==> config.mk <==
export PLATFORM = sky130hd
export DESIGN_NAME = lsu_agu
export DESIGN_NICKNAME = d
export VERILOG_FILES = /design/src/rtl/lsu_pkg.sv /design/src/rtl/lsu_agu.sv
export SDC_FILE = /design/constraint.sdc
export NUM_CORES = 1
export LEC_CHECK = 0
export BUFFER_PORTS_ARGS = -buffer_cell sky130_fd_sc_hd__buf_4
export CAP_MARGIN = 20
export CORE_MARGIN = 1.5
export CORE_UTILIZATION = 30
export DETAILED_ROUTE_END_ITERATION = 16
export GPL_TIMING_DRIVEN = 0
export RECOVER_POWER = 100
export SLEW_MARGIN = 20
export SYNTH_ARGS = -nofsm -noshare
export SYNTH_HDL_FRONTEND = slang
export SYNTH_SLANG_ARGS = --single-unit
export TNS_END_PERCENT = 50
==> constraint.sdc <==
create_clock -name vclk -period 7.6
set_input_delay 0.76 -clock vclk [all_inputs]
set_output_delay 0.76 -clock vclk [all_outputs]
set_load 0.03 [all_outputs]
==> src/rtl/lsu_pkg.sv <==
// --------------------------------------
// load/store unit package
// widths, operation encoding, cause codes
// request, result and exception structs
// --------------------------------------
`default_nettype none

package lsu_pkg;

    // --------------------------------------
    // widths and sizes
    // --------------------------------------
    localparam int unsigned XLEN             = 64;
    localparam int unsigned VLEN             = 39;
    // first bit that has to match the sign in sv39
    localparam int unsigned SV_BITS          = 38;
    localparam int unsigned BE_W             = XLEN / 8;
    localparam int unsigned TRANS_ID_BITS    = 3;
    localparam int unsigned RAM_WORDS        = 256;
    localparam int unsigned RAM_IDX_W        = 8;
    localparam int unsigned LOAD_PIPE_DEPTH  = 1;
    localparam int unsigned STORE_PIPE_DEPTH = 1;

    // --------------------------------------
    // encodings
    // --------------------------------------
    typedef enum logic [3:0] {
        LB, LBU, LH, LHU, LW, LWU, LD,
        SB, SH, SW, SD
    } lsu_op_e;

    typedef enum logic {
        FU_LOAD,
        FU_STORE
    } fu_e;

    localparam logic [5:0] CAUSE_LD_MISALIGNED = 6'd4;
    localparam logic [5:0] CAUSE_LD_ACCESS     = 6'd5;
    localparam logic [5:0] CAUSE_ST_MISALIGNED = 6'd6;
    localparam logic [5:0] CAUSE_ST_ACCESS     = 6'd7;

    // --------------------------------------
    // structs
    // --------------------------------------
    typedef struct packed {
        logic            valid;
        logic [5:0]      cause;
        logic [XLEN-1:0] tval;
    } exception_t;

    typedef struct packed {
        lsu_op_e                  operation;
        logic [XLEN-1:0]          operand_a;
        logic [XLEN-1:0]          operand_b;
        logic [XLEN-1:0]          imm;
        logic [TRANS_ID_BITS-1:0] trans_id;
    } fu_data_t;

    typedef struct packed {
        logic                     valid;
        logic [VLEN-1:0]          vaddr;
        logic                     overflow;
        logic [XLEN-1:0]          wdata;
        logic [BE_W-1:0]          be;
        fu_e                      fu;
        lsu_op_e                  operation;
        logic [TRANS_ID_BITS-1:0] trans_id;
    } lsu_ctrl_t;

    typedef struct packed {
        logic                     valid;
        logic [TRANS_ID_BITS-1:0] trans_id;
        logic [XLEN-1:0]          result;
        exception_t               ex;
    } lsu_result_t;

    // access size as log2 of the byte count
    function automatic logic [1:0] op_size(lsu_op_e op);
        case (op)
            LB, LBU, SB: return 2'd0;
            LH, LHU, SH: return 2'd1;
            LW, LWU, SW: return 2'd2;
            default:     return 2'd3;
        endcase
    endfunction

endpackage

`default_nettype wire
==> src/rtl/lsu_agu.sv <==
// --------------------------------------
// address generation unit
// vaddr, sv39 overflow flag, byte enables
// --------------------------------------
`timescale 1ns/10ps
`default_nettype none

module lsu_agu (
    input  lsu_pkg::fu_data_t  fu_data_i,
    input  logic               valid_i,
    input  logic               en_translation_i,
    output lsu_pkg::lsu_ctrl_t req_o
);
    import lsu_pkg::*;

    logic [XLEN-1:0]      vaddr_xlen;
    logic [XLEN-SV_BITS-1:0] upper;
    logic                 overflow;
    logic [BE_W-1:0]      be;

    // base plus immediate, full width before truncation
    assign vaddr_xlen = fu_data_i.operand_a + fu_data_i.imm;
    assign upper      = vaddr_xlen[XLEN-1:SV_BITS];

    // upper bits must be all ones or all zeros
    assign overflow = en_translation_i && !((&upper) || !(|upper));

    // byte enables from size and low address bits
    always_comb begin
        case (op_size(fu_data_i.operation))
            2'd0:    be = BE_W'(8'h01) << vaddr_xlen[2:0];
            2'd1:    be = BE_W'(8'h03) << vaddr_xlen[2:0];
            2'd2:    be = BE_W'(8'h0f) << vaddr_xlen[2:0];
            default: be = '1;
        endcase
    end

    always_comb begin
        req_o.valid     = valid_i;
        req_o.vaddr     = vaddr_xlen[VLEN-1:0];
        req_o.overflow  = overflow;
        req_o.wdata     = fu_data_i.operand_b;
        req_o.be        = be;
        req_o.operation = fu_data_i.operation;
        req_o.trans_id  = fu_data_i.trans_id;
        case (fu_data_i.operation)
            SB, SH, SW, SD: req_o.fu = FU_STORE;
            default:        req_o.fu = FU_LOAD;
        endcase
    end

endmodule

`default_nettype wire

# Word level (Yosys, flattened, before mapping)
# Memories as Yosys holds them, arrays and structs flattened.
# Index checks and enable logic that the tools add are counted.
# word_totals
regBits	0
rom_bits	32
input_bits	201
word_cells	21
memories	1
# classes
n_addsub	1
eq_ne	6
shifts	3
muxes	2
n_reduce_logical	8
# mem_list
memory	words	width	rd	rd_ports_with_merged_regs	write_ports	line	rtl
(no name shown)	16	2	1	0	0	lsu_pkg.sv:79	case (op)
# ops
cell	n
64-bit adder	1
26-bit AND reduction	1
26-bit OR reduction	1
8-bit case mux with 3 select lines	1
4-bit == test, second input constant	3
1-bit by 3-bit left shift with 8-bit output, first input constant	1
2-bit by 3-bit left shift with 8-bit output, first input constant	1
4-bit by 3-bit left shift with 8-bit output, first input constant	1
4-bit by 3-bit == test with 1-bit output, second input constant	1
4-bit OR reduction	1
2-bit by 1-bit == test with 1-bit output, second input constant	1
2-bit == test, second input constant	1
1-bit logical NOT	2
2-bit logical NOT	1
1-bit logical AND	1
1-bit logical OR	1
1-bit two-way mux	1

# Logic depth before layout (Yosys ltp)
# logic_depth
depth_word	6
mapped_depth	16
ltp_nobuf	15

# Worst setup path before layout
# No wires, ideal clock.
# synth_path
path_type	input -> output
start	input fu_data_i[29] in the netlist's numbering
end	output req_o[80] in the netlist's numbering
arrival_time_ns	3.704
required_ns	6.840
slack_ns	3.136
stages	14
cell_sequence	ha_1 > buf_2 > nand4_1 > or3_1 > or4_1 > o2111ai_2 > o211a_1 > o2111ai_1 > o211ai_2 > nand3_1 > or4b_1 > nor3_1 > a21oi_1 > buf_4
# synth_between
elab_chain_len	6
elab_cells_between_ends	7
classes_between	add/sub (1); reduce/logical (6)
# synth_lines
item	line	rtl
start: declaration	lsu_agu.sv:9	input lsu_pkg::fu_data_t fu_data_i,
64-bit adder (*)	lsu_agu.sv:22	assign vaddr_xlen = fu_data_i.operand_a + fu_data_i.imm;
26-bit OR reduction	lsu_agu.sv:26	assign overflow = en_translation_i && !((&upper) || !(|upper));
1-bit logical NOT	lsu_agu.sv:26	
1-bit logical OR (*)	lsu_agu.sv:26	
1-bit logical NOT (*)	lsu_agu.sv:26	
1-bit logical AND (*)	lsu_agu.sv:26	
end: declaration	lsu_agu.sv:12	output lsu_pkg::lsu_ctrl_t req_o
# Every way passes the cells marked *; elsewhere a longest branch is shown, timed or not.

# Worst setup path after layout
# layout_path
start	input fu_data_i[134] in the netlist's numbering
end	output req_o[80] in the netlist's numbering
# The elaborated chain is that of the path after synthesis.

==> qor.txt <==
worst setup path class - primary input to primary output
Reg area - 0 um2
type of element capturing the critical path - primary output
clock power share - 0%
FMAX - 166 MHz
boundary pin count - 322
placed cell count - 1249
NetSw - 0.471 mW
HPWL after DPL - 16300 um
Min-Delay Path Class - primary input to primary output
Hold Worst Slack - 1820 ps
post-route ant nets - 0
post-CTS setup buffer count - 0
Die Wd - 133 um
Worst EP required - 6840 ps
largest net degree at the start of global routing - 11
Peak supply drop - 50.0 uV
Nets - 1298
Placed Area - 7230 um2
Leak Pwr - 3.03 nW
RD Place Congestion - 0.900
vias in the first global route - 5810
Finished Layout Cells - 1249
P_int - 0.258 mW
Tcrit/Tclk final - 79.1%
failing checks - capacitance limit
CP Data Arrival Time - 5250 ps
Netlist cell types - 70
Slew Limit Headroom - 0.478%
most frequent cells in the layout - buf_4, clkbuf_1, a21oi_1
CP startpoint kind - primary input
TNS Setup - 0 ps
drt wl/cell - 14.9 um
GRT Total Usage - 19.4%
cell count after synthesis - 775
post-synthesis sequential area ratio - 0%
Crit Path Max Fanout - 5
max-cap violations - 1
PostCTS Resize Cnt - 0
status - finished, violations left
FF+latch count - 0
Hold Vio Cnt, Final - 0
synthesized area - 5050 um2
PortBufs - 254
Synth Area per Inst - 6.52 um2
Total Wirelength - 18600 um
switching share of total power - 64.6%
Worst Tran Pin Value - 1460 ps
die span in y - 133 um
Period minus WS final - 6010 ps
setup repair after global routing missed its margin - no
# rows - 47
# DRC - 0
register share of total power - 0%
Starting Density - 30.6%
hold_buf cts - 0
DIE AREA - 17600 um2
Pre-Repair DR Iteration Count - 5
via count - 6478
initial antenna violation count - 0
most common cell after layout, fill and taps aside - buf_4
fin area - 6790 um2
Ys Warns - 0
setup violators final - 0
DR iter-0 viols - 325
ant diodes - 0
PwrDens - 107 nW/um2
post-DR vias/cell - 5.19
share of cells above drive strength 1 - 23.4%
Core ar. - 16500 um2
Slew Limit Fails - 0
Synth Net Count - 1042
area delta synth->final - 34.3%
clock buffers - 0
final setup margin - 1590 ps
Overflow after GRT - 0
first-pass GRT wire length - 28800 um
Place WS - 2210 ps
Comb power frac - 100.0%
## per-layer routing
| metal | part of all wire (%) | vias to the layer above | GRT usage [%] |
|---|---|---|---|
| li1 | - | 3291 | - |
| met1 | 45 | 2908 | 26.1 |
| met2 | 48 | 267 | 35.1 |
| met3 | 5.9 | 12 | 1.34 |
| met4 | 0.87 | 0 | 1.71 |
| met5 | 0 | - | 0 |
## final timing paths
path                           start         to  slack, ps  depth (start not counted)
worst max-delay path  fu_data_i[134]  req_o[80]       1590                         15
worst min-delay path   fu_data_i[80]  req_o[29]       1820                          2
## through the flow
step	total power, mW	utilization (%)
2_1_floorplan	0.519	-
3_3_place_gp	0.785	43.8
3_5_place_dp	0.787	43.8
4_1_cts	0.791	43.8
5_1_grt	0.791	41.1
6_report	0.729	41.1
## cells in the mapped netlist, drive strengths merged, types with 3 or more instances
master / instances / area share, %
o311ai: 4 / 0.69
nand4: 38 / 4.7
buf: 93 / 13
a211oi: 10 / 1.5
nor4: 9 / 1.1
a311oi: 3 / 0.52
a31oi: 3 / 0.37
or2: 3 / 0.37
o21ai: 54 / 5.4
nor3: 20 / 2.0
xor2: 22 / 3.8
ha: 65 / 16
a21oi: 90 / 8.9
o21a: 5 / 0.74
o21bai: 14 / 2.1
a21o: 18 / 2.7
clkbuf: 21 / 1.6
o211ai: 9 / 1.4
nor2b: 5 / 0.62
nand3: 13 / 1.3
nand2b: 11 / 1.4
xnor2: 29 / 5.0
nand2: 85 / 6.3
inv: 23 / 1.7
o2111ai: 6 / 1.2
nor2: 49 / 3.6
nand3b: 3 / 0.45
or3: 5 / 0.62
and3: 6 / 0.74
a21boi: 5 / 0.74
and2: 7 / 0.87
o31ai: 7 / 1.0
## cells by family (layout without fill, tap and decap cells)
group | count (synthesis) | after routing | synth area share [%]
AND/OR/NAND/NOR | 262 | 262 | 25.4
AO/OA/AOI/OAI | 256 | 256 | 32.6
buffers and inverters | 138 | 392 | 16.3
adder cells (fa/ha/maj) | 66 | 66 | 16.5
XOR/XNOR | 51 | 51 | 8.84
multiplexers | 2 | 2 | 0.421
## critical path: stages
cell       delay (ps)
buf_4             110
ha_1              340
and2_0            180
nand3_1           130
a2111oi_0        1260
o31ai_1           280
a21oi_1           560
a31oi_1           200
xor2_1            270
nand3_1            90
or4b_1            480
nor3_1            210
a21oi_1            90
buf_4             130
buf_4             160
## power by group through the flow
stage / Sequential, mW / Clock [mW] / Combinational (mW)
final: 0 / 0 / 0.729
after global routing: 0 / 0 / 0.791
after CTS: 0 / 0 / 0.791
after detailed placement: 0 / 0 / 0.787
after global placement: 0 / 0 / 0.785
after floorplan: 0 / 0 / 0.519
## cell type report
class                           instances  area [um2]
Tap cell                              220         275
Fill cell                            1932        9740
Multi-Input combinational cell        637        4210
Timing Repair Buffer                  254        1480
Buffer                                114         731
Inverter                               24        90.1
No activity file was read; power rests on OpenSTA's default activity.
