### src/rtl/lsu_pkg.sv
// --------------------------------------
// load/store unit package
// widths, operation encoding, cause codes
// request, result and exception structs
// --------------------------------------
`default_nettype none

package lsu_pkg;

    // --------------------------------------
    // widths and sizes
    // --------------------------------------
    localparam int unsigned XLEN             = 64;
    localparam int unsigned VLEN             = 39;
    // first bit that has to match the sign in sv39
    localparam int unsigned SV_BITS          = 38;
    localparam int unsigned BE_W             = XLEN / 8;
    localparam int unsigned TRANS_ID_BITS    = 3;
    localparam int unsigned RAM_WORDS        = 256;
    localparam int unsigned RAM_IDX_W        = 8;
    localparam int unsigned LOAD_PIPE_DEPTH  = 1;
    localparam int unsigned STORE_PIPE_DEPTH = 1;

    // --------------------------------------
    // encodings
    // --------------------------------------
    typedef enum logic [3:0] {
        LB, LBU, LH, LHU, LW, LWU, LD,
        SB, SH, SW, SD
    } lsu_op_e;

    typedef enum logic {
        FU_LOAD,
        FU_STORE
    } fu_e;

    localparam logic [5:0] CAUSE_LD_MISALIGNED = 6'd4;
    localparam logic [5:0] CAUSE_LD_ACCESS     = 6'd5;
    localparam logic [5:0] CAUSE_ST_MISALIGNED = 6'd6;
    localparam logic [5:0] CAUSE_ST_ACCESS     = 6'd7;

    // --------------------------------------
    // structs
    // --------------------------------------
    typedef struct packed {
        logic            valid;
        logic [5:0]      cause;
        logic [XLEN-1:0] tval;
    } exception_t;

    typedef struct packed {
        lsu_op_e                  operation;
        logic [XLEN-1:0]          operand_a;
        logic [XLEN-1:0]          operand_b;
        logic [XLEN-1:0]          imm;
        logic [TRANS_ID_BITS-1:0] trans_id;
    } fu_data_t;

    typedef struct packed {
        logic                     valid;
        logic [VLEN-1:0]          vaddr;
        logic                     overflow;
        logic [XLEN-1:0]          wdata;
        logic [BE_W-1:0]          be;
        fu_e                      fu;
        lsu_op_e                  operation;
        logic [TRANS_ID_BITS-1:0] trans_id;
    } lsu_ctrl_t;

    typedef struct packed {
        logic                     valid;
        logic [TRANS_ID_BITS-1:0] trans_id;
        logic [XLEN-1:0]          result;
        exception_t               ex;
    } lsu_result_t;

    // access size as log2 of the byte count
    function automatic logic [1:0] op_size(lsu_op_e op);
        case (op)
            LB, LBU, SB: return 2'd0;
            LH, LHU, SH: return 2'd1;
            LW, LWU, SW: return 2'd2;
            default:     return 2'd3;
        endcase
    endfunction

endpackage

`default_nettype wire
### src/rtl/lsu_req_buffer.sv
// --------------------------------------
// two-entry request buffer
// presents the incoming request when empty
// --------------------------------------
`timescale 1ns/10ps
`default_nettype none

module lsu_req_buffer (
    input  logic               clk_i,
    input  logic               rst_ni,
    input  logic               flush_i,
    input  lsu_pkg::lsu_ctrl_t req_i,
    input  logic               pop_i,
    output lsu_pkg::lsu_ctrl_t ctrl_o,
    output logic               ready_o
);
    import lsu_pkg::*;

    lsu_ctrl_t  mem_q [2];
    logic       rd_ptr_q, rd_ptr_d;
    logic       wr_ptr_q, wr_ptr_d;
    logic [1:0] count_q, count_d;
    logic       ready_q;
    logic       empty;
    logic       push;
    logic       deq;

    assign empty = (count_q == 2'd0);
    // an empty buffer hands the request straight through
    assign ctrl_o  = empty ? req_i : mem_q[rd_ptr_q];
    assign ready_o = ready_q;

    assign push = req_i.valid && !(empty && pop_i) && !flush_i;
    assign deq  = pop_i && !empty;

    always_comb begin
        rd_ptr_d = rd_ptr_q ^ deq;
        wr_ptr_d = wr_ptr_q ^ push;
        count_d  = count_q + {1'b0, push} - {1'b0, deq};
        if (flush_i) begin
            rd_ptr_d = 1'b0;
            wr_ptr_d = 1'b0;
            count_d  = 2'd0;
        end
    end

    always_ff @(posedge clk_i or negedge rst_ni) begin
        if (!rst_ni) begin
            rd_ptr_q <= 1'b0;
            wr_ptr_q <= 1'b0;
            count_q  <= 2'd0;
            ready_q  <= 1'b0;
        end else begin
            rd_ptr_q <= rd_ptr_d;
            wr_ptr_q <= wr_ptr_d;
            count_q  <= count_d;
            ready_q  <= (count_d != 2'd2);
        end
    end

    // entries only, occupancy lives in count_q
    always_ff @(posedge clk_i) begin
        if (push) begin
            mem_q[wr_ptr_q] <= req_i;
        end
    end

    a_no_push_full : assert property (
        @(posedge clk_i) disable iff (!rst_ni) push |-> (count_q != 2'd2)
    );

    // the access stage only pops a valid head
    a_no_pop_empty : assert property (
        @(posedge clk_i) disable iff (!rst_ni) pop_i |-> (!empty || req_i.valid)
    );

endmodule

`default_nettype wire

### config.mk
export PLATFORM = sky130hd
export DESIGN_NAME = lsu_req_buffer
export DESIGN_NICKNAME = d
export VERILOG_FILES = /design/src/rtl/lsu_pkg.sv /design/src/rtl/lsu_req_buffer.sv
export SDC_FILE = /design/constraint.sdc
export NUM_CORES = 1
export LEC_CHECK = 0
export ABC_AREA = 1
export BUFFER_PORTS_ARGS = -buffer_cell sky130_fd_sc_hd__buf_2
export CORE_ASPECT_RATIO = 1.1
export CORE_MARGIN = 5
export CORE_UTILIZATION = 58
export DETAILED_ROUTE_END_ITERATION = 7
export HOLD_SLACK_MARGIN = 0.08
export PLACE_DENSITY_LB_ADDON = 0.3
export SLEW_MARGIN = 20
export SYNTH_ARGS = -nofsm -noshare
export SYNTH_HDL_FRONTEND = slang
export SYNTH_SLANG_ARGS = --single-unit
### constraint.sdc
create_clock -name clk_i -period 10.21 [get_ports clk_i]
set_clock_uncertainty 0.15 [all_clocks]
set_input_delay 1.5315 -clock clk_i [delete_from_list [all_inputs] [get_ports clk_i]]
set_output_delay 1.5315 -clock clk_i [all_outputs]
set_load 0.03 [all_outputs]
# Word level (Yosys, flattened, before mapping)

Memories as Yosys holds them, arrays and structs flattened.
Index checks and enable logic that the tools add are counted.
Widths: inputs -> output; s select.

Bits in writable memories: 242
Register bits: 5
Memories: 1
Output and inout port bits: 122
Input port bits: 125

Reduce and logical (&&, ||, !) cells: 8
Mux-type cells: 6
Add/subtract/negate cells: 2
Bitwise gates (word level): 2
Equal/unequal tests: 1

Memories:

| memory | depth | width | rd ports | clocked after memory_dff | write ports | line                 | RTL |
|---|---|---|---|---|---|---|---|
| mem_q  | 2     | 121   | 1        | 0                        | 1           | lsu_req_buffer.sv:19 | `lsu_ctrl_t mem_q [2];` |

Operators with widths:

| kind               | count |
|---|---|
| $mux 121           | 1 |
| $logic_and 1x1->1  | 4 |
| $mux 1             | 4 |
| $logic_not 1->1    | 3 |
| $add 2x1->2        | 1 |
| $logic_not 2->1    | 1 |
| $mux 2             | 1 |
| $ne 2x2->1 const B | 1 |
| $sub 2x1->2        | 1 |
| $xor 1x1->1        | 2 |

# Depth between registers and ports, before layout

Gate-level depths: netlist of the first run.

Depth after elaboration: 9
Mapped depth: 13
Gate-level depth less buffers: 12

# Worst setup path after synthesis of the first run

OpenSTA, ideal clock, no wires.

Path kind: input port to flip-flop
From: input pop_i
To: memory mem_q[1][0] (netlist bit) (enable)
Stages on the path: 6
Required time: 9565 ps
Path buffers: 0
Library setup time: 495 ps
Data arrival time: 4671 ps
Path slack: 4894 ps
Cells stage by stage: inv_1 > nor2_1 > nor2_1 > nand2_1 > inv_1 > ha_1

Word-level cells in the longest chain between the ends: 6

RTL lines:

| element                         | line                 | RTL |
|---|---|---|
| start, declared                 | lsu_req_buffer.sv:13 | `input logic pop_i,` |
| $logic_and 1x1->1               | lsu_req_buffer.sv:33 | `assign push = req_i.valid && !(empty && pop_i) && !flush_i;` |
| $logic_not 1->1                 | lsu_req_buffer.sv:33 |  |
| $logic_and 1x1->1 (2 in series) | lsu_req_buffer.sv:33 |  |
| $mux 1                          | lsu_req_buffer.sv:63 | `if (push) begin` |
| $mux 1 (not written as such)    | lsu_req_buffer.sv:64 | `mem_q[wr_ptr_q] <= req_i;` |
| end, declared                   | lsu_req_buffer.sv:19 |  |

Every way passes these cells.

==> flow_summary_export.csv, run 1 <==
group,metric,value,unit
outcome,status,"finished, final reports clean",
grt,gr-usage-all-layers,21.24,%
route,vias_per_cell,5.225,
clock_tree,clkSinkCount,247,
route,routed_wirelength,23070,um
placed_design,dp_hpwl,14690,um
synth,ys_warn_count,0,
cells_and_area,design_area,0.01284,mm^2
timing,hold_viol,0,
cells_and_area,drive_gt1_share,26.42,%
cells_and_area,num-nets-final,1293,
grt,grt-ovfl-total,0,
clock_tree,clkTransAtPathRegs,60,ps
floorplan,fp.dieH,152.3,um
synth,yosysTopAreaCellShare,68.03,%
timing,period_share,49.79,%
synth,synth_common_cells,"nand2_1 (369), edfxtp_1 (242), inv_1 (131)",
timing,worst_pin_slew,1037,ps
power,leakagePower,5.536,nW
clock_tree,cts_buffers,24,
clock_tree,clk_path_buf_depth,3,
timing,rsz0062_at_grt,"no",
flow_run,maxCapViolCount,0,
route,post_drt_wl_per_cell,16.19,um
synth,ys_ff_latch,247,
power,power_density,294.0,mW/mm^2
timing,worst_slack,5126,ps
setup_path,reg2regPathDepth,8,
synth,yosys.area_share.xor_xnor,0,%
floorplan,pin_count,247,
timing,relSlewSlack,30.87,%
synth,synth-simple-area-share,13.46,%
clock_tree,post_cts_buffers,0,
route,drc,0,
clock_tree,cts_tree,"done",
clock_tree,hold_buffers,0,
timing,max_freq,0.1967,GHz
timing,setup_tns,0,ps
timing,period_needed,5084,ps
synth,synth_mux_area_share,0,%
clock_tree,cts_resized,0,
setup_path,cp-end-kind,"output pin",
min_path,hold-path-cell-count,3,
clock_tree,cts-root-buf,"clkbuf_16",
power,peakVddDrop,304.0,uV
route,drt-pass1-iter-count,5,
placed_design,port_buffers,246,
synth,syn_nets,1067,
synth,synth.most_common_cell,"nand2_1",
timing,finalMaxSlewViolations,0,
floorplan,die-area,0.02124,mm^2
cells_and_area,area_delta_synth_final,20.23,%
timing,setup_violations,0,
placed_design,gp_congestion,0.7744,
synth,synth_ff_type,"edfxtp_1",
route,vias,7445,
cells_and_area,fin_cells,1425,
timing,fin_hold_ws,550.0,ps
synth,synth_top_family_by_area,"simple AND/OR/NAND/NOR gates",
synth,seq_area_frac_synth,69.20,%
synth,synth_edf_count,242,
synth,synth_compound_area_share,9.487,%
cells_and_area,multi_input_area,0.002526,mm^2
grt,grt_max_degree,114,
synth,synth_area_per_cell,11.39,um^2
setup_path,worstPathArrival,3400,ps
clock_tree,insertion_delay,500,ps
placed_design,dpl_cell_area,0.01201,mm^2
cells_and_area,fillers,1277,
floorplan,rows,52,
min_path,hold_class,"register to register",
setup_path,path_max_fanout,113,
grt,grt_pass1_vias,7337,
cells_and_area,seq_area,0.007396,mm^2
placed_design,place_ws,5423,ps
floorplan,core,0.01828,mm^2
synth,synth_cell_types,18,
route,drtAntennaViolNets,0,
floorplan,initial_core_util,58.43,%
setup_path,crit_type,"register to output pin",
clock_tree,htree_levels,1,
synth,async_flop_share,2.024,%
grt,antenna_found_initial,3,
grt,grt_pass1_wl,37080,um
floorplan,die_w,139.4,um
placed_design,place_inst,1381,
synth,syn_area,0.01068,mm^2
synth,postSynthCellCount,938,
route,first_iter_violations,485,
setup_path,required,8530,ps
synth,synth_area_leader_cell,"edfxtp_1",
synth,yosys.area_share.adder,0.4685,%
setup_path,critPathLaunchType,"register",
synth,synth.area.top_cells,"edfxtp_1 (68%), nand2_1 (13%), o211ai_1 (7.1%)",
-- logic make-up (layout without fill, tap and decap cells) --
logic type / count (synthesis) / count (layout)
compound gates: 122 / 122
fa+ha+maj: 4 / 4
buf+inv: 185 / 428
flops: 247 / 247
other cells: 0 / 1
simple gates: 380 / 380
-- stage by stage --
| stage | util, % | power (mW) |
|---|---|---|
| final | 70.25 | 3.776 |
| after global routing | 70.25 | 3.976 |
| after CTS | 70.22 | 3.813 |
| after detailed placement | 65.68 | 2.890 |
| after global placement | 65.68 | 2.874 |
| after floorplan | - | 2.459 |
-- final timing paths --
path / from / endpoint / slack [ps]
min in group asynchronous: rst_ni / count_q[0] / 680
hold reg to reg: wr_ptr_q / wr_ptr_q / 550
max in group asynchronous: rst_ni / rd_ptr_q / 9080
setup reg to reg: count_q[1] / mem_q[0][17] / 6640
hold / removal: wr_ptr_q / wr_ptr_q / 550
setup / recovery: rd_ptr_q / ctrl_o[66] / 5130
-- sequential cells by signal, indices dropped and copies added, names as in the netlist --
signal and count:
mem_q 242, ready_o 1, wr_ptr_q 1, count_q 2, rd_ptr_q 1
-- critical path, stage by stage (launching register included) --
cell,delay [ps]
dfrtp_4,640
buf_6,670
buf_4,900
nand2_1,180
o211ai_2,120
nand2_1,90
buf_2,190
-- report_power, final --
group          internal [mW]  switching [mW]
clock                  0.570           0.352
combinational          0.415            1.22
sequential              1.19          0.0290
total                   2.17            1.61
-- cell usage in the layout (no fill, tap or decap), drive strengths merged --
cell and instances:
ha 4, clkbuf 28, nand2 369, clkinv 10
bufinv 5, dfrtp 5, nand3 1, edfxtp 242
o21ai 1, nand4 1, diode 1, nor2 9
buf 253, inv 132, o211ai 121
-- area by class of cell --
class / count / area share, %
repair buffers: 253 / 10.02
clock inverters: 15 / 1.500
diodes: 1 / 0.01948
multi-input cells: 506 / 19.67
inverters: 132 / 3.877
well taps: 243 / 2.367
clock buffers: 28 / 4.959
flip-flops and latches: 247 / 57.58
-- metal layers --
| metal | up-vias | wire (um) | track usage, % |
|---|---|---|---|
| met3 | 45 | 1734 | 4.049 |
| li1 | 3605 | - | - |
| met4 | 4 | 620 | 6.757 |
| met5 | - | 23 | 0 |
| met2 | 288 | 11890 | 36.90 |
| met1 | 3503 | 8809 | 27.08 |
(Power assumes the default switching activity.)
==> inputs of run 2 (changes only) <==
Settings changed: CORE_UTILIZATION 58 to 49.
Clock period 10.21 ns to 4.6 ns, I/O delays scaled along.
==> run 2 against run 1 <==
  * Hold slack lost 310 ps
  * Highest routed layer unchanged
  * Power grew 120%
  * Via count shrank 3.1%
  * Largest power group unchanged
  * Combinational power grew 120%
  * Largest cell class unchanged
  * Non-clock buffer count grew 5
==> flow_summary_export.csv, run 2 (synthesized netlist as in run 1, its figures left out) <==
group,metric,value,unit
clock_tree,cts-root-buf,"clkbuf_16",
grt,top_usage_layer,"met2",
min_path,hold_start,"flush_i",
timing,max_freq,0.2987,GHz
clock_tree,insertion_delay,500,ps
floorplan,fp.dieH,164.9,um
min_path,min_to,"wr_ptr_q",
floorplan,die-area,0.02486,mm^2
power,leakagePower,5.538,nW
timing,worst_pin_slew,892.3,ps
setup_path,critPathLaunchType,"register",
timing,rsz0062_at_grt,"no",
cells_and_area,num-nets-final,1299,
setup_path,worst_path_most_repeated_cell,"nand2_1",
grt,gr-usage-all-layers,18.13,%
setup_path,required,3760,ps
floorplan,rows,56,
setup_path,crit_buf_inv,2,
route,vias,7212,
grt,grt_max_degree,89,
outcome,status,"finished, final reports clean",
clock_tree,clk_path_buf_depth,3,
route,drc,0,
cells_and_area,layout_common_cells,"nand2_1 (369), buf_2 (246), edfxtp_1 (242), inv_1 (131), o211ai_1 (101)",
cells_and_area,area_delta_synth_final,20.88,%
clock_tree,clkSinkCount,247,
placed_design,gp_congestion,0.7567,
setup_path,reg2regPathDepth,8,
timing,setup_violations,0,
setup_path,path_max_fanout,88,
power,power_density,638.9,mW/mm^2
cells_and_area,reg_top3,"mem_q x242, count_q x2",
power,p_clk_share,23.0,%
setup_path,cp-end-kind,"output pin",
cells_and_area,largest_register_ffs,242,
route,post_drt_wl_per_cell,15.67,um
power,seq_power_share,33.1,%
power,p_int,4.674,mW
setup_path,r2r_end,"mem_q[1][119]",
grt,grt_pass1_wl,35910,um
setup_path,worstPathArrival,2510,ps
grt,met3_usage,3.622,%
flow_run,maxCapViolCount,0,
clock_tree,cts_tree,"done",
power,pwr-share-comb,43.9,%
setup_path,crit_type,"register to output pin",
cells_and_area,layout_commonest_cell,"nand2_1",
timing,period_needed,3348,ps
clock_tree,cts_buffers,25,
route,drtAntennaViolNets,0,
min_path,hold_class,"input pin to register",
min_path,hold-path-cell-count,2,
floorplan,initial_core_util,49.99,%
clock_tree,htree_levels,1,
clock_tree,clkTransAtPathRegs,60,ps
timing,hold_viol,0,
power,p_sw,3.577,mW
placed_design,dp_hpwl,15510,um
setup_path,critical_path.max_stage_delay,1000,ps
setup_path,crit_family,"flip-flops",
power,peakVddDrop,527.2,uV
route,first_iter_violations,369,
route,vias_per_cell,4.873,
route,drt-pass1-iter-count,5,
floorplan,core,0.02137,mm^2
timing,setup_tns,0,ps
setup_path,regToRegStartpoint,"count_q[1]",
grt,grtUsageMet1,24.29,%
timing,relSlewSlack,40.51,%
placed_design,port_buffers,246,
grt,grtUsageMet2,30.74,%
power,switching_share,43.35,%
cells_and_area,regMostFlops,"mem_q",
floorplan,die_w,150.8,um
timing,finalMaxSlewViolations,0,
clock_tree,post_cts_buffers,0,
cells_and_area,drive_gt1_share,26.60,%
timing,period_share,72.78,%
grt,antenna_found_initial,3,
grt,grt-ovfl-total,0,
timing,worst_slack,1252,ps
setup_path,r2r_slack,1640,ps
setup_path,crit_slowest_cell,"dfrtp_4",
floorplan,pin_count,247,
placed_design,place_ws,1625,ps
grt,grt_pass1_vias,6992,
setup_path,cp_cell_sequence,"buf_4, nand2_1, o211ai_1, nand2_1, buf_2",
cells_and_area,final_util,60.43,%
route,routed_wirelength,23190,um
[run 2: cell types whose count changed in the layout (fill, tap and decap cells not counted), sizes merged]
cell and change:
buf +4, clkinv +4, bufinv -3, clkinvlp +1
diode +1, dlygate4sd3 +1
[run 2: power by group through the flow]
stage               Combinational (mW)  Clock [mW]  Sequential [mW]
floorplan                         2.73           0             2.73
global placement                  3.64           0             2.77
detailed placement                3.67           0             2.78
CTS                               3.68        1.94             2.74
global route                      3.94        2.04             2.75
finish                            3.62        1.89             2.73
[run 2: worst max-delay path by stage]
stage                from      endpoint  slack (ps)  cells past startpoint
6_report         rd_ptr_q    ctrl_o[24]        1250                      5
5_1_grt          rd_ptr_q    ctrl_o[24]        1050                      5
4_1_cts          rd_ptr_q    ctrl_o[24]        1230                      5
3_5_place_dp   count_q[1]   mem_q[1][8]        1620                      8
3_3_place_gp   count_q[1]  mem_q[1][70]        1710                      8
2_1_floorplan       pop_i   mem_q[1][0]         130                      6
[run 2: repair_timing]
item / 4_1_cts / 5_1_grt
hold buffers: 1 / 0
hold endpoints to repair: 5 / 0
gates resized for setup: 0 / 0
endpoints found under the setup margin: 0 / 0
[run 2: cell type report]
type	count	area [um^2]
clock buffer	28	636.9
sequential	247	7396
tap	290	362.8
antenna	2	5.005
inverter	132	498.0
multi-input combinational	506	2526
clock inverter	17	127.6
timing repair buffer	258	1361
fill	1744	8457
[run 2: metal layers]
metal | part of all wire, % | vias to the layer above
met3 | 7.9 | 27
met4 | 1.4 | 2
met5 | 0.056 | -
met2 | 49 | 244
li1 | - | 3614
met1 | 41 | 3325
[run 2: per-stage QoR]
stage | power (mW) | instance area (um^2) | instances | hold WS [ps]
CTS | 8.352 | 12910 | 1478 | 208.6
finish | 8.251 | 12910 | 1480 | 239.7
floorplan | 5.459 | 10680 | 938 | 244.4
global placement | 6.413 | 12130 | 1432 | 360.1
detailed placement | 6.453 | 12130 | 1432 | 360.7
global route | 8.734 | 12910 | 1480 | 214.3
