`src/rtl/lsu_pkg.sv`:
```
// --------------------------------------
// load/store unit package
// widths, operation encoding, cause codes
// request, result and exception structs
// --------------------------------------
`default_nettype none

package lsu_pkg;

    // --------------------------------------
    // widths and sizes
    // --------------------------------------
    localparam int unsigned XLEN             = 64;
    localparam int unsigned VLEN             = 39;
    // first bit that has to match the sign in sv39
    localparam int unsigned SV_BITS          = 38;
    localparam int unsigned BE_W             = XLEN / 8;
    localparam int unsigned TRANS_ID_BITS    = 3;
    localparam int unsigned RAM_WORDS        = 256;
    localparam int unsigned RAM_IDX_W        = 8;
    localparam int unsigned LOAD_PIPE_DEPTH  = 1;
    localparam int unsigned STORE_PIPE_DEPTH = 1;

    // --------------------------------------
    // encodings
    // --------------------------------------
    typedef enum logic [3:0] {
        LB, LBU, LH, LHU, LW, LWU, LD,
        SB, SH, SW, SD
    } lsu_op_e;

    typedef enum logic {
        FU_LOAD,
        FU_STORE
    } fu_e;

    localparam logic [5:0] CAUSE_LD_MISALIGNED = 6'd4;
    localparam logic [5:0] CAUSE_LD_ACCESS     = 6'd5;
    localparam logic [5:0] CAUSE_ST_MISALIGNED = 6'd6;
    localparam logic [5:0] CAUSE_ST_ACCESS     = 6'd7;

    // --------------------------------------
    // structs
    // --------------------------------------
    typedef struct packed {
        logic            valid;
        logic [5:0]      cause;
        logic [XLEN-1:0] tval;
    } exception_t;

    typedef struct packed {
        lsu_op_e                  operation;
        logic [XLEN-1:0]          operand_a;
        logic [XLEN-1:0]          operand_b;
        logic [XLEN-1:0]          imm;
        logic [TRANS_ID_BITS-1:0] trans_id;
    } fu_data_t;

    typedef struct packed {
        logic                     valid;
        logic [VLEN-1:0]          vaddr;
        logic                     overflow;
        logic [XLEN-1:0]          wdata;
        logic [BE_W-1:0]          be;
        fu_e                      fu;
        lsu_op_e                  operation;
        logic [TRANS_ID_BITS-1:0] trans_id;
    } lsu_ctrl_t;

    typedef struct packed {
        logic                     valid;
        logic [TRANS_ID_BITS-1:0] trans_id;
        logic [XLEN-1:0]          result;
        exception_t               ex;
    } lsu_result_t;

    // access size as log2 of the byte count
    function automatic logic [1:0] op_size(lsu_op_e op);
        case (op)
            LB, LBU, SB: return 2'd0;
            LH, LHU, SH: return 2'd1;
            LW, LWU, SW: return 2'd2;
            default:     return 2'd3;
        endcase
    endfunction

endpackage

`default_nettype wire
```
`src/rtl/lsu_misalign_check.sv`:
```
// --------------------------------------
// misaligned and access fault detection
// --------------------------------------
`timescale 1ns/10ps
`default_nettype none

module lsu_misalign_check (
    input  lsu_pkg::lsu_ctrl_t  ctrl_i,
    output lsu_pkg::exception_t ex_o
);
    import lsu_pkg::*;

    logic misaligned;
    logic is_store;

    assign is_store = (ctrl_i.fu == FU_STORE);

    always_comb begin
        case (op_size(ctrl_i.operation))
            2'd1:    misaligned = ctrl_i.vaddr[0];
            2'd2:    misaligned = |ctrl_i.vaddr[1:0];
            2'd3:    misaligned = |ctrl_i.vaddr[2:0];
            // bytes are always aligned
            default: misaligned = 1'b0;
        endcase
    end

    always_comb begin
        ex_o.valid = 1'b0;
        ex_o.cause = '0;
        ex_o.tval  = '0;
        if (ctrl_i.valid) begin
            if (ctrl_i.overflow) begin
                // access fault wins over misalignment
                ex_o.valid = 1'b1;
                ex_o.cause = is_store ? CAUSE_ST_ACCESS : CAUSE_LD_ACCESS;
                ex_o.tval  = {{(XLEN-VLEN){1'b0}}, ctrl_i.vaddr};
            end else if (misaligned) begin
                ex_o.valid = 1'b1;
                ex_o.cause = is_store ? CAUSE_ST_MISALIGNED : CAUSE_LD_MISALIGNED;
                ex_o.tval  = {{(XLEN-VLEN){1'b0}}, ctrl_i.vaddr};
            end
        end
    end

endmodule

`default_nettype wire

```
`config.mk`:
```
export PLATFORM = sky130hd
export DESIGN_NAME = lsu_misalign_check
export DESIGN_NICKNAME = d
export VERILOG_FILES = /design/src/rtl/lsu_pkg.sv /design/src/rtl/lsu_misalign_check.sv
export SDC_FILE = /design/constraint.sdc
export NUM_CORES = 1
export LEC_CHECK = 0
export BUFFER_PORTS_ARGS = -buffer_cell sky130_fd_sc_hd__buf_2
export CAP_MARGIN = 15
export CELL_PAD_IN_SITES_DETAIL_PLACEMENT = 0
export CELL_PAD_IN_SITES_GLOBAL_PLACEMENT = 1
export CORE_MARGIN = 2
export CORE_UTILIZATION = 11
export DETAILED_ROUTE_END_ITERATION = 6
export GPL_TIMING_DRIVEN = 0
export PLACE_DENSITY_LB_ADDON = 0.1
export SYNTH_ARGS = -nofsm -noshare
export SYNTH_HDL_FRONTEND = slang
export SYNTH_SLANG_ARGS = --single-unit
```
`constraint.sdc`:
```
create_clock -name vclk -period 1
set_clock_uncertainty 0.05 [all_clocks]
set_input_delay 0.05 -clock vclk [all_inputs]
set_output_delay 0.05 -clock vclk [all_outputs]
set_load 0.01 [all_outputs]
```
# --- Word-level counts from Yosys, hierarchy flattened ---
# Memories as Yosys holds them, arrays and structs flattened.
# Cells that the tools add are included.
op_classes:
  eq_ne: 3
  mux: 6
  n_reduce_logical: 2
op_table:
  columns: ["op", "count"]
  rows:
  - ["$mux W71", 3]
  - ["$eq A2 B2 Y1 const B", 2]
  - ["$mux W2", 2]
  - ["$pmux W1 S3", 1]
  - ["$reduce_or A3 Y1", 1]
  - ["$eq A2 B1 Y1 const B", 1]
  - ["$reduce_or A2 Y1", 1]
word_totals:
  regBits: 0
  mem_bits_ro: 32
  out_inout_bits: 71
  wordCells: 12
  mem_count: 1
mem_list:
  columns: ["name", "depth", "width", "read_ports", "rd_clocked_by_memory_dff", "wr", "line", "source"]
  rows:
  - ["(name not given)", 16, 2, 1, 0, 0, "lsu_pkg.sv:79", "case (op)"]

# --- Logic depth before layout (Yosys ltp) ---
# Gate-level depths: netlist of run 1.
# An unclocked memory read counts as a cell.
logic_depth:
  ltp_word: 6
  mapped_depth: 6
  depth_no_buf: 3

# --- Worst setup path before layout of run 1 ---
# No wires, ideal clock.
synth_path:
  kind: "input -> output"
  startpoint: "in ctrl_i[3] (netlist name)"
  endpoint: "out ex_o[70] (netlist name)"
  arrival_ns: 1.155
  t_required_ns: 0.900
  path_slack_ns: -0.255
  path_stages: 5
  n_path_buf: 2
  cell_sequence: "and3_1 -> o21a_4 -> clkbuf_8 -> nor3_1 -> buf_4"
synth_lines:
  columns: ["element", "line", "source"]
  rows:
  - ["start, declared", "lsu_misalign_check.sv:8", "input lsu_pkg::lsu_ctrl_t ctrl_i,"]
  - ["end, declared", "lsu_misalign_check.sv:9", "output lsu_pkg::exception_t ex_o"]

==> results of run 1 <==
==> worst min-delay path by stage <==
stage	start	slack, ps	to
after global placement	ctrl_i[84]	390	ex_o[3]
after floorplan	ctrl_i[81]	140	ex_o[0]
after global routing	ctrl_i[95]	400	ex_o[14]
after detailed placement	ctrl_i[95]	390	ex_o[14]
final	ctrl_i[95]	390	ex_o[14]
after CTS	ctrl_i[95]	390	ex_o[14]
==> layer usage <==
| metal | part of all wire | vias to the layer above |
|---|---|---|
| li1 | - | 559 |
| met1 | 0.44 | 469 |
| met2 | 0.45 | 62 |
| met3 | 0.11 | 0 |
| met4 | 0 | 0 |
| met5 | 0 | - |
==> synthesized netlist by cell type <==
master     instances
nor4b_1           37
buf_4             30
buf_6              8
o21ai_0            4
clkbuf_1           2
nor3_1             2
a211o_1            1
a211oi_1           1
and2_1             1
and3_1             1
clkbuf_8           1
conb_1             1
inv_1              1
nor2_1             1
nor2_4             1
nor4b_2            1
o21a_1             1
o21a_4             1
o2bb2ai_2          1
or4_4              1
==> cell type report <==
cell class	instances	area share
tap	99	0.0644
timing repair buffer	95	0.296
buffer	41	0.191
multi-input combinational	82	0.447
inverter	1	0.00195
==> power groups by stage <==
stage / registers [uW] / clock network [uW] / logic, uW
after floorplan: 0 / 0 / 577
after global placement: 0 / 0 / 871
after detailed placement: 0 / 0 / 863
after CTS: 0 / 0 / 942
after global routing: 0 / 0 / 1040
final: 0 / 0 / 959
==> tightest hold or removal path, delay by kind of cell <==
kind,cells,cell delay [ps]
and+or+nand+nor,1,110
buffers and inverters,2,220
==> logic make-up (layout without fill, tap and decap cells) <==
family                 count (synthesis)  after routing
and+or+nand+nor                       45             45
buffers and inverters                 42            137
AOI/OAI and AO/OA                      9              9
other                                  1             28
==> what timing repair did <==
action / 4_1_cts / 5_1_grt
pin swaps: 5 / 4
gates resized for setup: 18 / 14
setup endpoints to repair: 42 / 42
cloned: 1 / 0
setup buffers: 4 / 1
==> metrics by stage <==
step	std cells	hold slack, ps
floorplan	124	137
global placement	312	388
detailed placement	312	390
CTS	317	390
global route	318	400
finish	318	389
==> summary.json, run 1 <==
{
  "n_sequential_cell": 0,
  "power.sequential.fraction": 0,
  "timing.critical_path.arrival_ps": 1330,
  "grt_remaining_overflow": 0,
  "syn_to_final_growth_pct": 139,
  "worst_hold_path_type": "in2out",
  "setup_viol": 42,
  "post_drt_wl_per_cell_um": 10.6,
  "post_route_fraction_of_the_period_consumed_by_the_critical_path": 1.43,
  "hpwl_um": 2860,
  "status": "finished, violations left",
  "number_of_instances_in_the_synthesized_netlist": 97,
  "antenna_cells": 0,
  "ys.warnings.count": 0,
  "post_dp_cell_area_sq_mm": 0.00168,
  "first_pass_iters": 4,
  "report.final.slew_viol_count": 0,
  "total_switching_power_uw": 453,
  "synth-simple-area-share": 0.481,
  "power-per-cell-area_mw_per_mm2": 498,
  "largest_family_of_logic_cells_by_synthesized_area": "simple AND/OR/NAND/NOR gates",
  "num-fill-cells": 795,
  "grt_pass1_vias": 881,
  "drive_above_1_share": 0.785,
  "grt.met1_usage": 0.102,
  "critical_path_start_end_classification": "in2out",
  "maxCapViolations": 0,
  "drt_drc_violations_left": 0,
  "floorplan.die_area_sq_mm": 0.00803,
  "start_kind": "input pin",
  "pre_cts_ws_ps": -539,
  "maxClockFrequency_mhz": 699,
  "route.final.wire_length_um": 3360,
  "worstSetupEndpointType": "primary output",
  "layout.area.seq_sq_um": 0,
  "core_sq_mm": 0.00718,
  "worst_ir_drop_vdd_v": 0.000122,
  "worstPathRequired_ps": 900,
  "critPathMaxFanout": 7,
  "grt_setup_unrepaired": "true",
  "cp_cell_sequence": "buf_6 -> or4_4 -> nor2_4 -> buf_12 -> buf_8 -> buf_12 -> nor4b_1 -> buf_2",
  "syn_area_per_cell_sq_um": 8.31,
  "crit_start": "ctrl_i[3]",
  "finalHoldViolations": 0,
  "gr_layer_usage_met2": 0.112,
  "met3_routing_resource_usage_after_global_routing": 0.0101,
  "placement_rows": 31,
  "utilization": 0.268,
  "internal_power_uw": 506,
  "synth-seq-area-share": 0,
  "timing.setup.tns_ps": -15880,
  "delay_contributed_by_the_slowest_stage_of_the_critical_path_ps": 530,
  "p_leak_uw": 0.000981,
  "mostFrequentLayoutCells": "85 x buf_2, 33 x buf_4, 28 x conb_1",
  "design.final.nets": 342,
  "die-width_um": 89.6,
  "fin_total_pwr_uw": 959,
  "grt-busiest-layer": "met2",
  "layout.cells.most_common": "buf_2",
  "clock_power_share": 0,
  "antenna_violating_nets_post_route": 0,
  "post_synth_instance_area_sq_um": 806,
  "finalWeightedCongestion": 0.688,
  "synth_xor_xnor_area_share": 0,
  "pin_count": 192,
  "num-clock-buffers": 0,
  "timing.hold.worst_path_depth": 3,
  "cp_common_cell": "buf_12",
  "synth_compound_gate_area_share": 0.0916,
  "timing.final.crit_period_ps": 1430,
  "grt.total_usage": 0.0688,
  "synth.lib_cells_used.distinct": 20,
  "final_critical_path_setup_slack_ps": -430,
  "dr.first_iter.drc_count": 8,
  "initial_utilization": 0.112,
  "cell_type_group_with_the_largest_total_delay_on_the_critical_path": "simple AND/OR/NAND/NOR gates",
  "pin_count_of_the_biggest_net_entering_global_routing": 11,
  "critical_path.slowest_cell": "or4_4",
  "placement.io_buffers": 89,
  "grt_first_pass_wirelength_um": 4530,
  "yosysTopAreaCellShare": 0.402,
  "power.share.combinational": 1.000,
  "vias_per_cell": 3.43,
  "vias": 1090,
  "number_of_antenna_violations_at_the_first_check_in_global_routing": 0,
  "critPathCapture": "ex_o[65]",
  "post_synth_top_area_cell": "nor4b_1",
  "path_depth": 8,
  "final_instance_area_sq_mm": 0.00192,
  "synth.mux.area_fraction": 0,
  "critical_path.n_buffers_inverters": 5,
  "violations_in_the_final_reports": "setup timing",
  "multi_input_area_sq_um": 860,
  "dieHeight_um": 89.6,
  "synth_top_cells_by_area": "nor4b_1 40%, buf_4 28%, buf_6 11%",
  "synthAdderAreaFrac": 0,
  "p_sw_frac": 0.473,
  "holdBufCountCts": 0
}
No activity file was read; power rests on OpenSTA's default activity.
==> inputs of run 2 (changes only) <==
ABC_AREA = 1   (was not set)
CORE_UTILIZATION = 10   (was 11)
RECOVER_POWER = 100   (was not set)
==> run 2 against run 1 <==
  * The flow still finishes with violations (setup timing)
  * Via count rose by 2.4%
  * Area after synthesis fell by 6.4%
  * Worst hold slack got worse by 51 ps
  * Sequential share of layout area did not move
  * Core utilization fell by 3.8 points
  * First-iteration DRC count fell by 25%
  * Total power fell by 14%
  * Synthesized cell count rose by 41%
  * Largest power group unchanged
  * Highest routed layer unchanged
==> summary.json, run 2 <==
{
  "top_cell_types_by_occurrence_after_synthesis": "43 x inv_1, 30 x a21oi_1, 29 x buf_4, 11 x nand2_1, 10 x a21oi_2",
  "syn_area_per_cell_sq_um": 5.51,
  "grt_first_pass_wirelength_um": 4680,
  "status": "finished, violations left",
  "power-per-cell-area_mw_per_mm2": 491,
  "antenna_cells": 0,
  "dieHeight_um": 90.9,
  "worstPathRequired_ps": 900,
  "grt_setup_unrepaired": "true",
  "syn_to_final_growth_pct": 123,
  "number_of_instances_in_the_synthesized_netlist": 137,
  "maxCapViolations": 0,
  "synth_top_cells_by_area": "buf_4 29%, inv_1 21%, a21oi_1 20%",
  "drive_above_1_share": 0.682,
  "critical_path.slowest_cell": "a21boi_4",
  "delay_contributed_by_the_slowest_stage_of_the_critical_path_ps": 210,
  "worst_ir_drop_vdd_v": 0.000103,
  "critical_path_start_end_classification": "in2out",
  "synth.lib_cells_used.distinct": 14,
  "drt_drc_violations_left": 0,
  "post_synth_top_area_cell": "buf_4",
  "multi_input_area_sq_um": 538,
  "timing.hold.worst_path_depth": 4,
  "grt.total_usage": 0.0651,
  "design.final.nets": 381,
  "route.final.wire_length_um": 3030,
  "finalHoldViolations": 0,
  "setup_viol": 42,
  "num-clock-buffers": 0,
  "post_synth_instance_area_sq_um": 754,
  "vias_per_cell": 3.13,
  "hold_path_end": "ex_o[26]",
  "core_sq_mm": 0.00729,
  "floorplan.die_area_sq_mm": 0.00826,
  "timing.hold.worst.start": "ctrl_i[107]",
  "violations_in_the_final_reports": "setup timing",
  "placement_rows": 31,
  "synth-seq-area-share": 0,
  "final_critical_path_setup_slack_ps": -148,
  "worstSetupEndpointType": "primary output",
  "dr.first_iter.drc_count": 6,
  "pin_count_of_the_biggest_net_entering_global_routing": 11,
  "post_dp_cell_area_sq_mm": 0.00143,
  "yosysTopAreaCellShare": 0.289,
  "ys.warnings.count": 0,
  "holdBufCountCts": 0,
  "final_instance_area_sq_mm": 0.00168,
  "cp_cell_sequence": "buf_8 -> inv_2 -> nand2_2 -> nand2_2 -> a21boi_4 -> nand2_8 -> buf_8 -> a21oi_1 -> buf_2",
  "p_leak_uw": 0.00108,
  "worst_hold_path_type": "in2out",
  "layout.cells.most_common": "buf_2",
  "timing.final.crit_period_ps": 1150,
  "finalWeightedCongestion": 0.729,
  "post_route_fraction_of_the_period_consumed_by_the_critical_path": 1.15,
  "number_of_antenna_violations_at_the_first_check_in_global_routing": 0,
  "n_sequential_cell": 0,
  "num-fill-cells": 851,
  "initial_utilization": 0.103,
  "holdWs_ps": 338,
  "start_kind": "input pin",
  "vias": 1116,
  "first_pass_iters": 4,
  "mostFrequentLayoutCells": "83 x buf_2, 40 x inv_1, 31 x buf_4",
  "pin_count": 192,
  "antenna_violating_nets_post_route": 0,
  "timing.critical_path.arrival_ps": 1050,
  "synth_most_common_cell": "inv_1",
  "maxClockFrequency_mhz": 871,
  "hpwl_um": 2520,
  "grt_pass1_vias": 1031,
  "critPathMaxFanout": 10,
  "grt_remaining_overflow": 0,
  "layout.area.seq_sq_um": 0,
  "report.final.slew_viol_count": 0,
  "placement.io_buffers": 89,
  "die-width_um": 90.9,
  "post_drt_wl_per_cell_um": 8.50
}
==> run 2: cell types whose count changed in the layout (fill, tap and decap cells not counted), moves of 7 or more <==
cell     delta
nor4b_1    -10
nor4b_4    -11
a21oi_1    +11
nand2_2     +7
nor4b_2    -17
inv_1      +39
a21oi_2    +29
==> run 2: worst max path at each step <==
| stage | from | to |
|---|---|---|
| after CTS | ctrl_i[5] | ex_o[70] |
| final | ctrl_i[5] | ex_o[21] |
| after global placement | ctrl_i[82] | ex_o[70] |
| after detailed placement | ctrl_i[82] | ex_o[70] |
| after floorplan | ctrl_i[82] | ex_o[70] |
| after global routing | ctrl_i[83] | ex_o[70] |
==> run 2: worst max-delay path, delay by kind of cell <==
family	cells	cell delay [ps]
buffers and inverters	4	430
AOI/OAI and AO/OA	2	320
and+or+nand+nor	3	250
==> run 2: area by class of cell <==
type                       instances  area share
tap                               99      0.0738
buffer                            37       0.179
timing repair buffer              94       0.327
multi-input combinational         83       0.320
inverter                          44      0.0999
==> run 2: layer usage <==
layer | global-route usage | vias to the layer above | wire [um]
met4 | 0 | 0 | 0
met5 | 0 | - | 0
li1 | - | 588 | -
met1 | 0.0838 | 450 | 1290
met3 | 0.0159 | 0 | 392
met2 | 0.117 | 78 | 1350
==> run 2: logic make-up (layout without fill, tap and decap cells) <==
family	after synthesis	count (layout)	synth area share
AO/OA/AOI/OAI	42	42	0.337
buffers and inverters	81	175	0.589
other	1	28	0.00497
AND/OR/NAND/NOR	13	13	0.0697
==> run 2: report_power, final <==
group | internal (uW) | total (uW) | switching [uW]
Clock | 0 | 0 | 0
Sequential | 0 | 0 | 0
Combinational | 409 | 824 | 414
Total | 409 | 824 | 414
==> run 2: stage by stage <==
stage,setup slack [ps],setup TNS [ps],util,power (uW),instances
final,-148,-5240,0.230,824,357
after global routing,-243,-8560,0.230,901,357
after CTS,-174,-5090,0.208,732,355
after detailed placement,-335,-8740,0.195,676,352
after global placement,-351,-9750,0.195,686,352
after floorplan,34.9,0,-,421,164
==> run 2: repair_timing <==
action	4_1_cts	5_1_grt
gates resized for setup	24	33
gates cloned	1	1
pin swaps	5	8
setup endpoints to repair	43	43
setup buffers	2	1
==> inputs of run 3 (changes only) <==
RECOVER_POWER = not set   (was 100)
==> run 3 against run 2 <==
  * The flow still finishes with violations (setup timing)
  * Die area stayed put
  * First-iteration DRC count stayed put
  * Via count stayed put
  * Core utilization stayed put
  * Combinational power hardly changed
  * Count of clock-buffer cells in the layout stayed put
  * Total power hardly changed
  * Wire length stayed put
  * Design area stayed put
  * Setup slack stayed put
==> summary.json, run 3 (synthesis results as in run 2) <==
{
  "status": "finished, violations left",
  "violations_in_the_final_reports": "setup timing",
  "antenna_violating_nets_post_route": 0,
  "power.sequential.fraction": 0,
  "grt.total_usage": 0.0651,
  "grt_first_pass_wirelength_um": 4680,
  "p_sw_frac": 0.503,
  "power.share.combinational": 1.000,
  "final_critical_path_setup_slack_ps": -148,
  "core_sq_mm": 0.00729,
  "dieHeight_um": 90.9,
  "timing.critical_path.arrival_ps": 1050,
  "pin_count": 192,
  "delay_contributed_by_the_slowest_stage_of_the_critical_path_ps": 210,
  "grt_setup_unrepaired": "true",
  "antenna_cells": 0,
  "grt_remaining_overflow": 0,
  "design.final.nets": 381,
  "maxCapViolations": 0,
  "grt_pass1_vias": 1031,
  "vias_per_cell": 3.13,
  "initial_utilization": 0.103,
  "layout.area.seq_sq_um": 0,
  "critPathMaxFanout": 10,
  "fin_total_pwr_uw": 824,
  "setup_viol": 42,
  "start_kind": "input pin",
  "placement_rows": 31,
  "die-width_um": 90.9,
  "post_drt_wl_per_cell_um": 8.50,
  "pin_count_of_the_biggest_net_entering_global_routing": 11,
  "cell_type_group_with_the_largest_total_delay_on_the_critical_path": "buffers and inverters",
  "worstPathRequired_ps": 900,
  "p_leak_uw": 0.00108,
  "cp_cell_sequence": "buf_8 -> inv_2 -> nand2_2 -> nand2_2 -> a21boi_4 -> nand2_8 -> buf_8 -> a21oi_1 -> buf_2",
  "final_cells": 357,
  "drive_above_1_share": 0.682,
  "place_inst": 352,
  "hpwl_um": 2520,
  "placement.io_buffers": 89,
  "num-clock-buffers": 0,
  "worst_ir_drop_vdd_v": 0.000103,
  "worst_hold_path_type": "in2out",
  "drt_drc_violations_left": 0,
  "total_switching_power_uw": 414,
  "post_route_fraction_of_the_period_consumed_by_the_critical_path": 1.15,
  "worstSetupEndpointType": "primary output",
  "internal_power_uw": 409,
  "finalHoldViolations": 0,
  "dr.first_iter.drc_count": 6,
  "holdBufCountCts": 0,
  "floorplan.die_area_sq_mm": 0.00826,
  "finalWeightedCongestion": 0.729,
  "report.final.slew_viol_count": 0,
  "critical_path_start_end_classification": "in2out",
  "timing.final.crit_period_ps": 1150,
  "n_sequential_cell": 0,
  "clock_power_share": 0,
  "critical_path.n_buffers_inverters": 4,
  "first_pass_iters": 4,
  "maxClockFrequency_mhz": 871,
  "critical_path.slowest_cell": "a21boi_4",
  "layout.cells.most_common": "buf_2",
  "number_of_antenna_violations_at_the_first_check_in_global_routing": 0,
  "mostFrequentLayoutCells": "84 x buf_2, 40 x inv_1, 31 x buf_4",
  "syn_to_final_growth_pct": 123,
  "vias": 1116,
  "timing.setup.tns_ps": -5240,
  "power-per-cell-area_mw_per_mm2": 491,
  "route.final.wire_length_um": 3030
}
==> run 3: changes by cell type in the layout (fill, tap and decap cells not counted) <==
cell      before  now
clkbuf_2       3    2
buf_2         83   84
==> run 3: path summary, 6_finish.rpt <==
kind | start | to | slack (ps) | cells after the start
setup / recovery | ctrl_i[5] | ex_o[21] | -150 | 9
hold / removal | ctrl_i[107] | ex_o[26] | 340 | 4
==> run 3: layout make-up <==
| class | instances | area [sq um] |
|---|---|---|
| inverters | 44 | 168 |
| multi-input cells | 83 | 538 |
| well taps | 99 | 124 |
| fillers | 851 | 5610 |
| plain buffers | 37 | 300 |
| repair buffers | 94 | 549 |
==> run 3: power groups by stage <==
| stage | Combinational, uW | Sequential, uW | Clock [uW] |
|---|---|---|---|
| final | 824 | 0 | 0 |
| after CTS | 732 | 0 | 0 |
| after global routing | 901 | 0 | 0 |
| after detailed placement | 676 | 0 | 0 |
| after floorplan | 421 | 0 | 0 |
| after global placement | 686 | 0 | 0 |
==> run 3: tightest hold or removal path, stage by stage <==
cell and delay (ps):
buf_2 90, inv_1 40, a21oi_1 30, buf_2 130
==> run 3: through the flow <==
step | setup slack, ps | area [sq um] | hold WS [ps] | utilization
2_1_floorplan | 34.9 | 856 | 126 | -
3_3_place_gp | -351 | 1430 | 338 | 0.195
3_5_place_dp | -335 | 1430 | 337 | 0.195
4_1_cts | -174 | 1520 | 337 | 0.208
5_1_grt | -243 | 1680 | 352 | 0.230
6_report | -148 | 1680 | 338 | 0.230
==> run 3: timing repair <==
| item | in CTS | in global routing |
|---|---|---|
| endpoints found under the setup margin | 43 | 43 |
| buffers inserted | 2 | 1 |
| cloned | 1 | 1 |
| pin swaps | 5 | 8 |
| resized for setup | 24 | 33 |
==> run 3: layer usage <==
metal | track usage | vias up | routed length (um)
met3 | 0.0159 | 0 | 392
met2 | 0.117 | 78 | 1350
met4 | 0 | 0 | 0
met1 | 0.0838 | 450 | 1290
li1 | - | 588 | -
met5 | 0 | - | 0
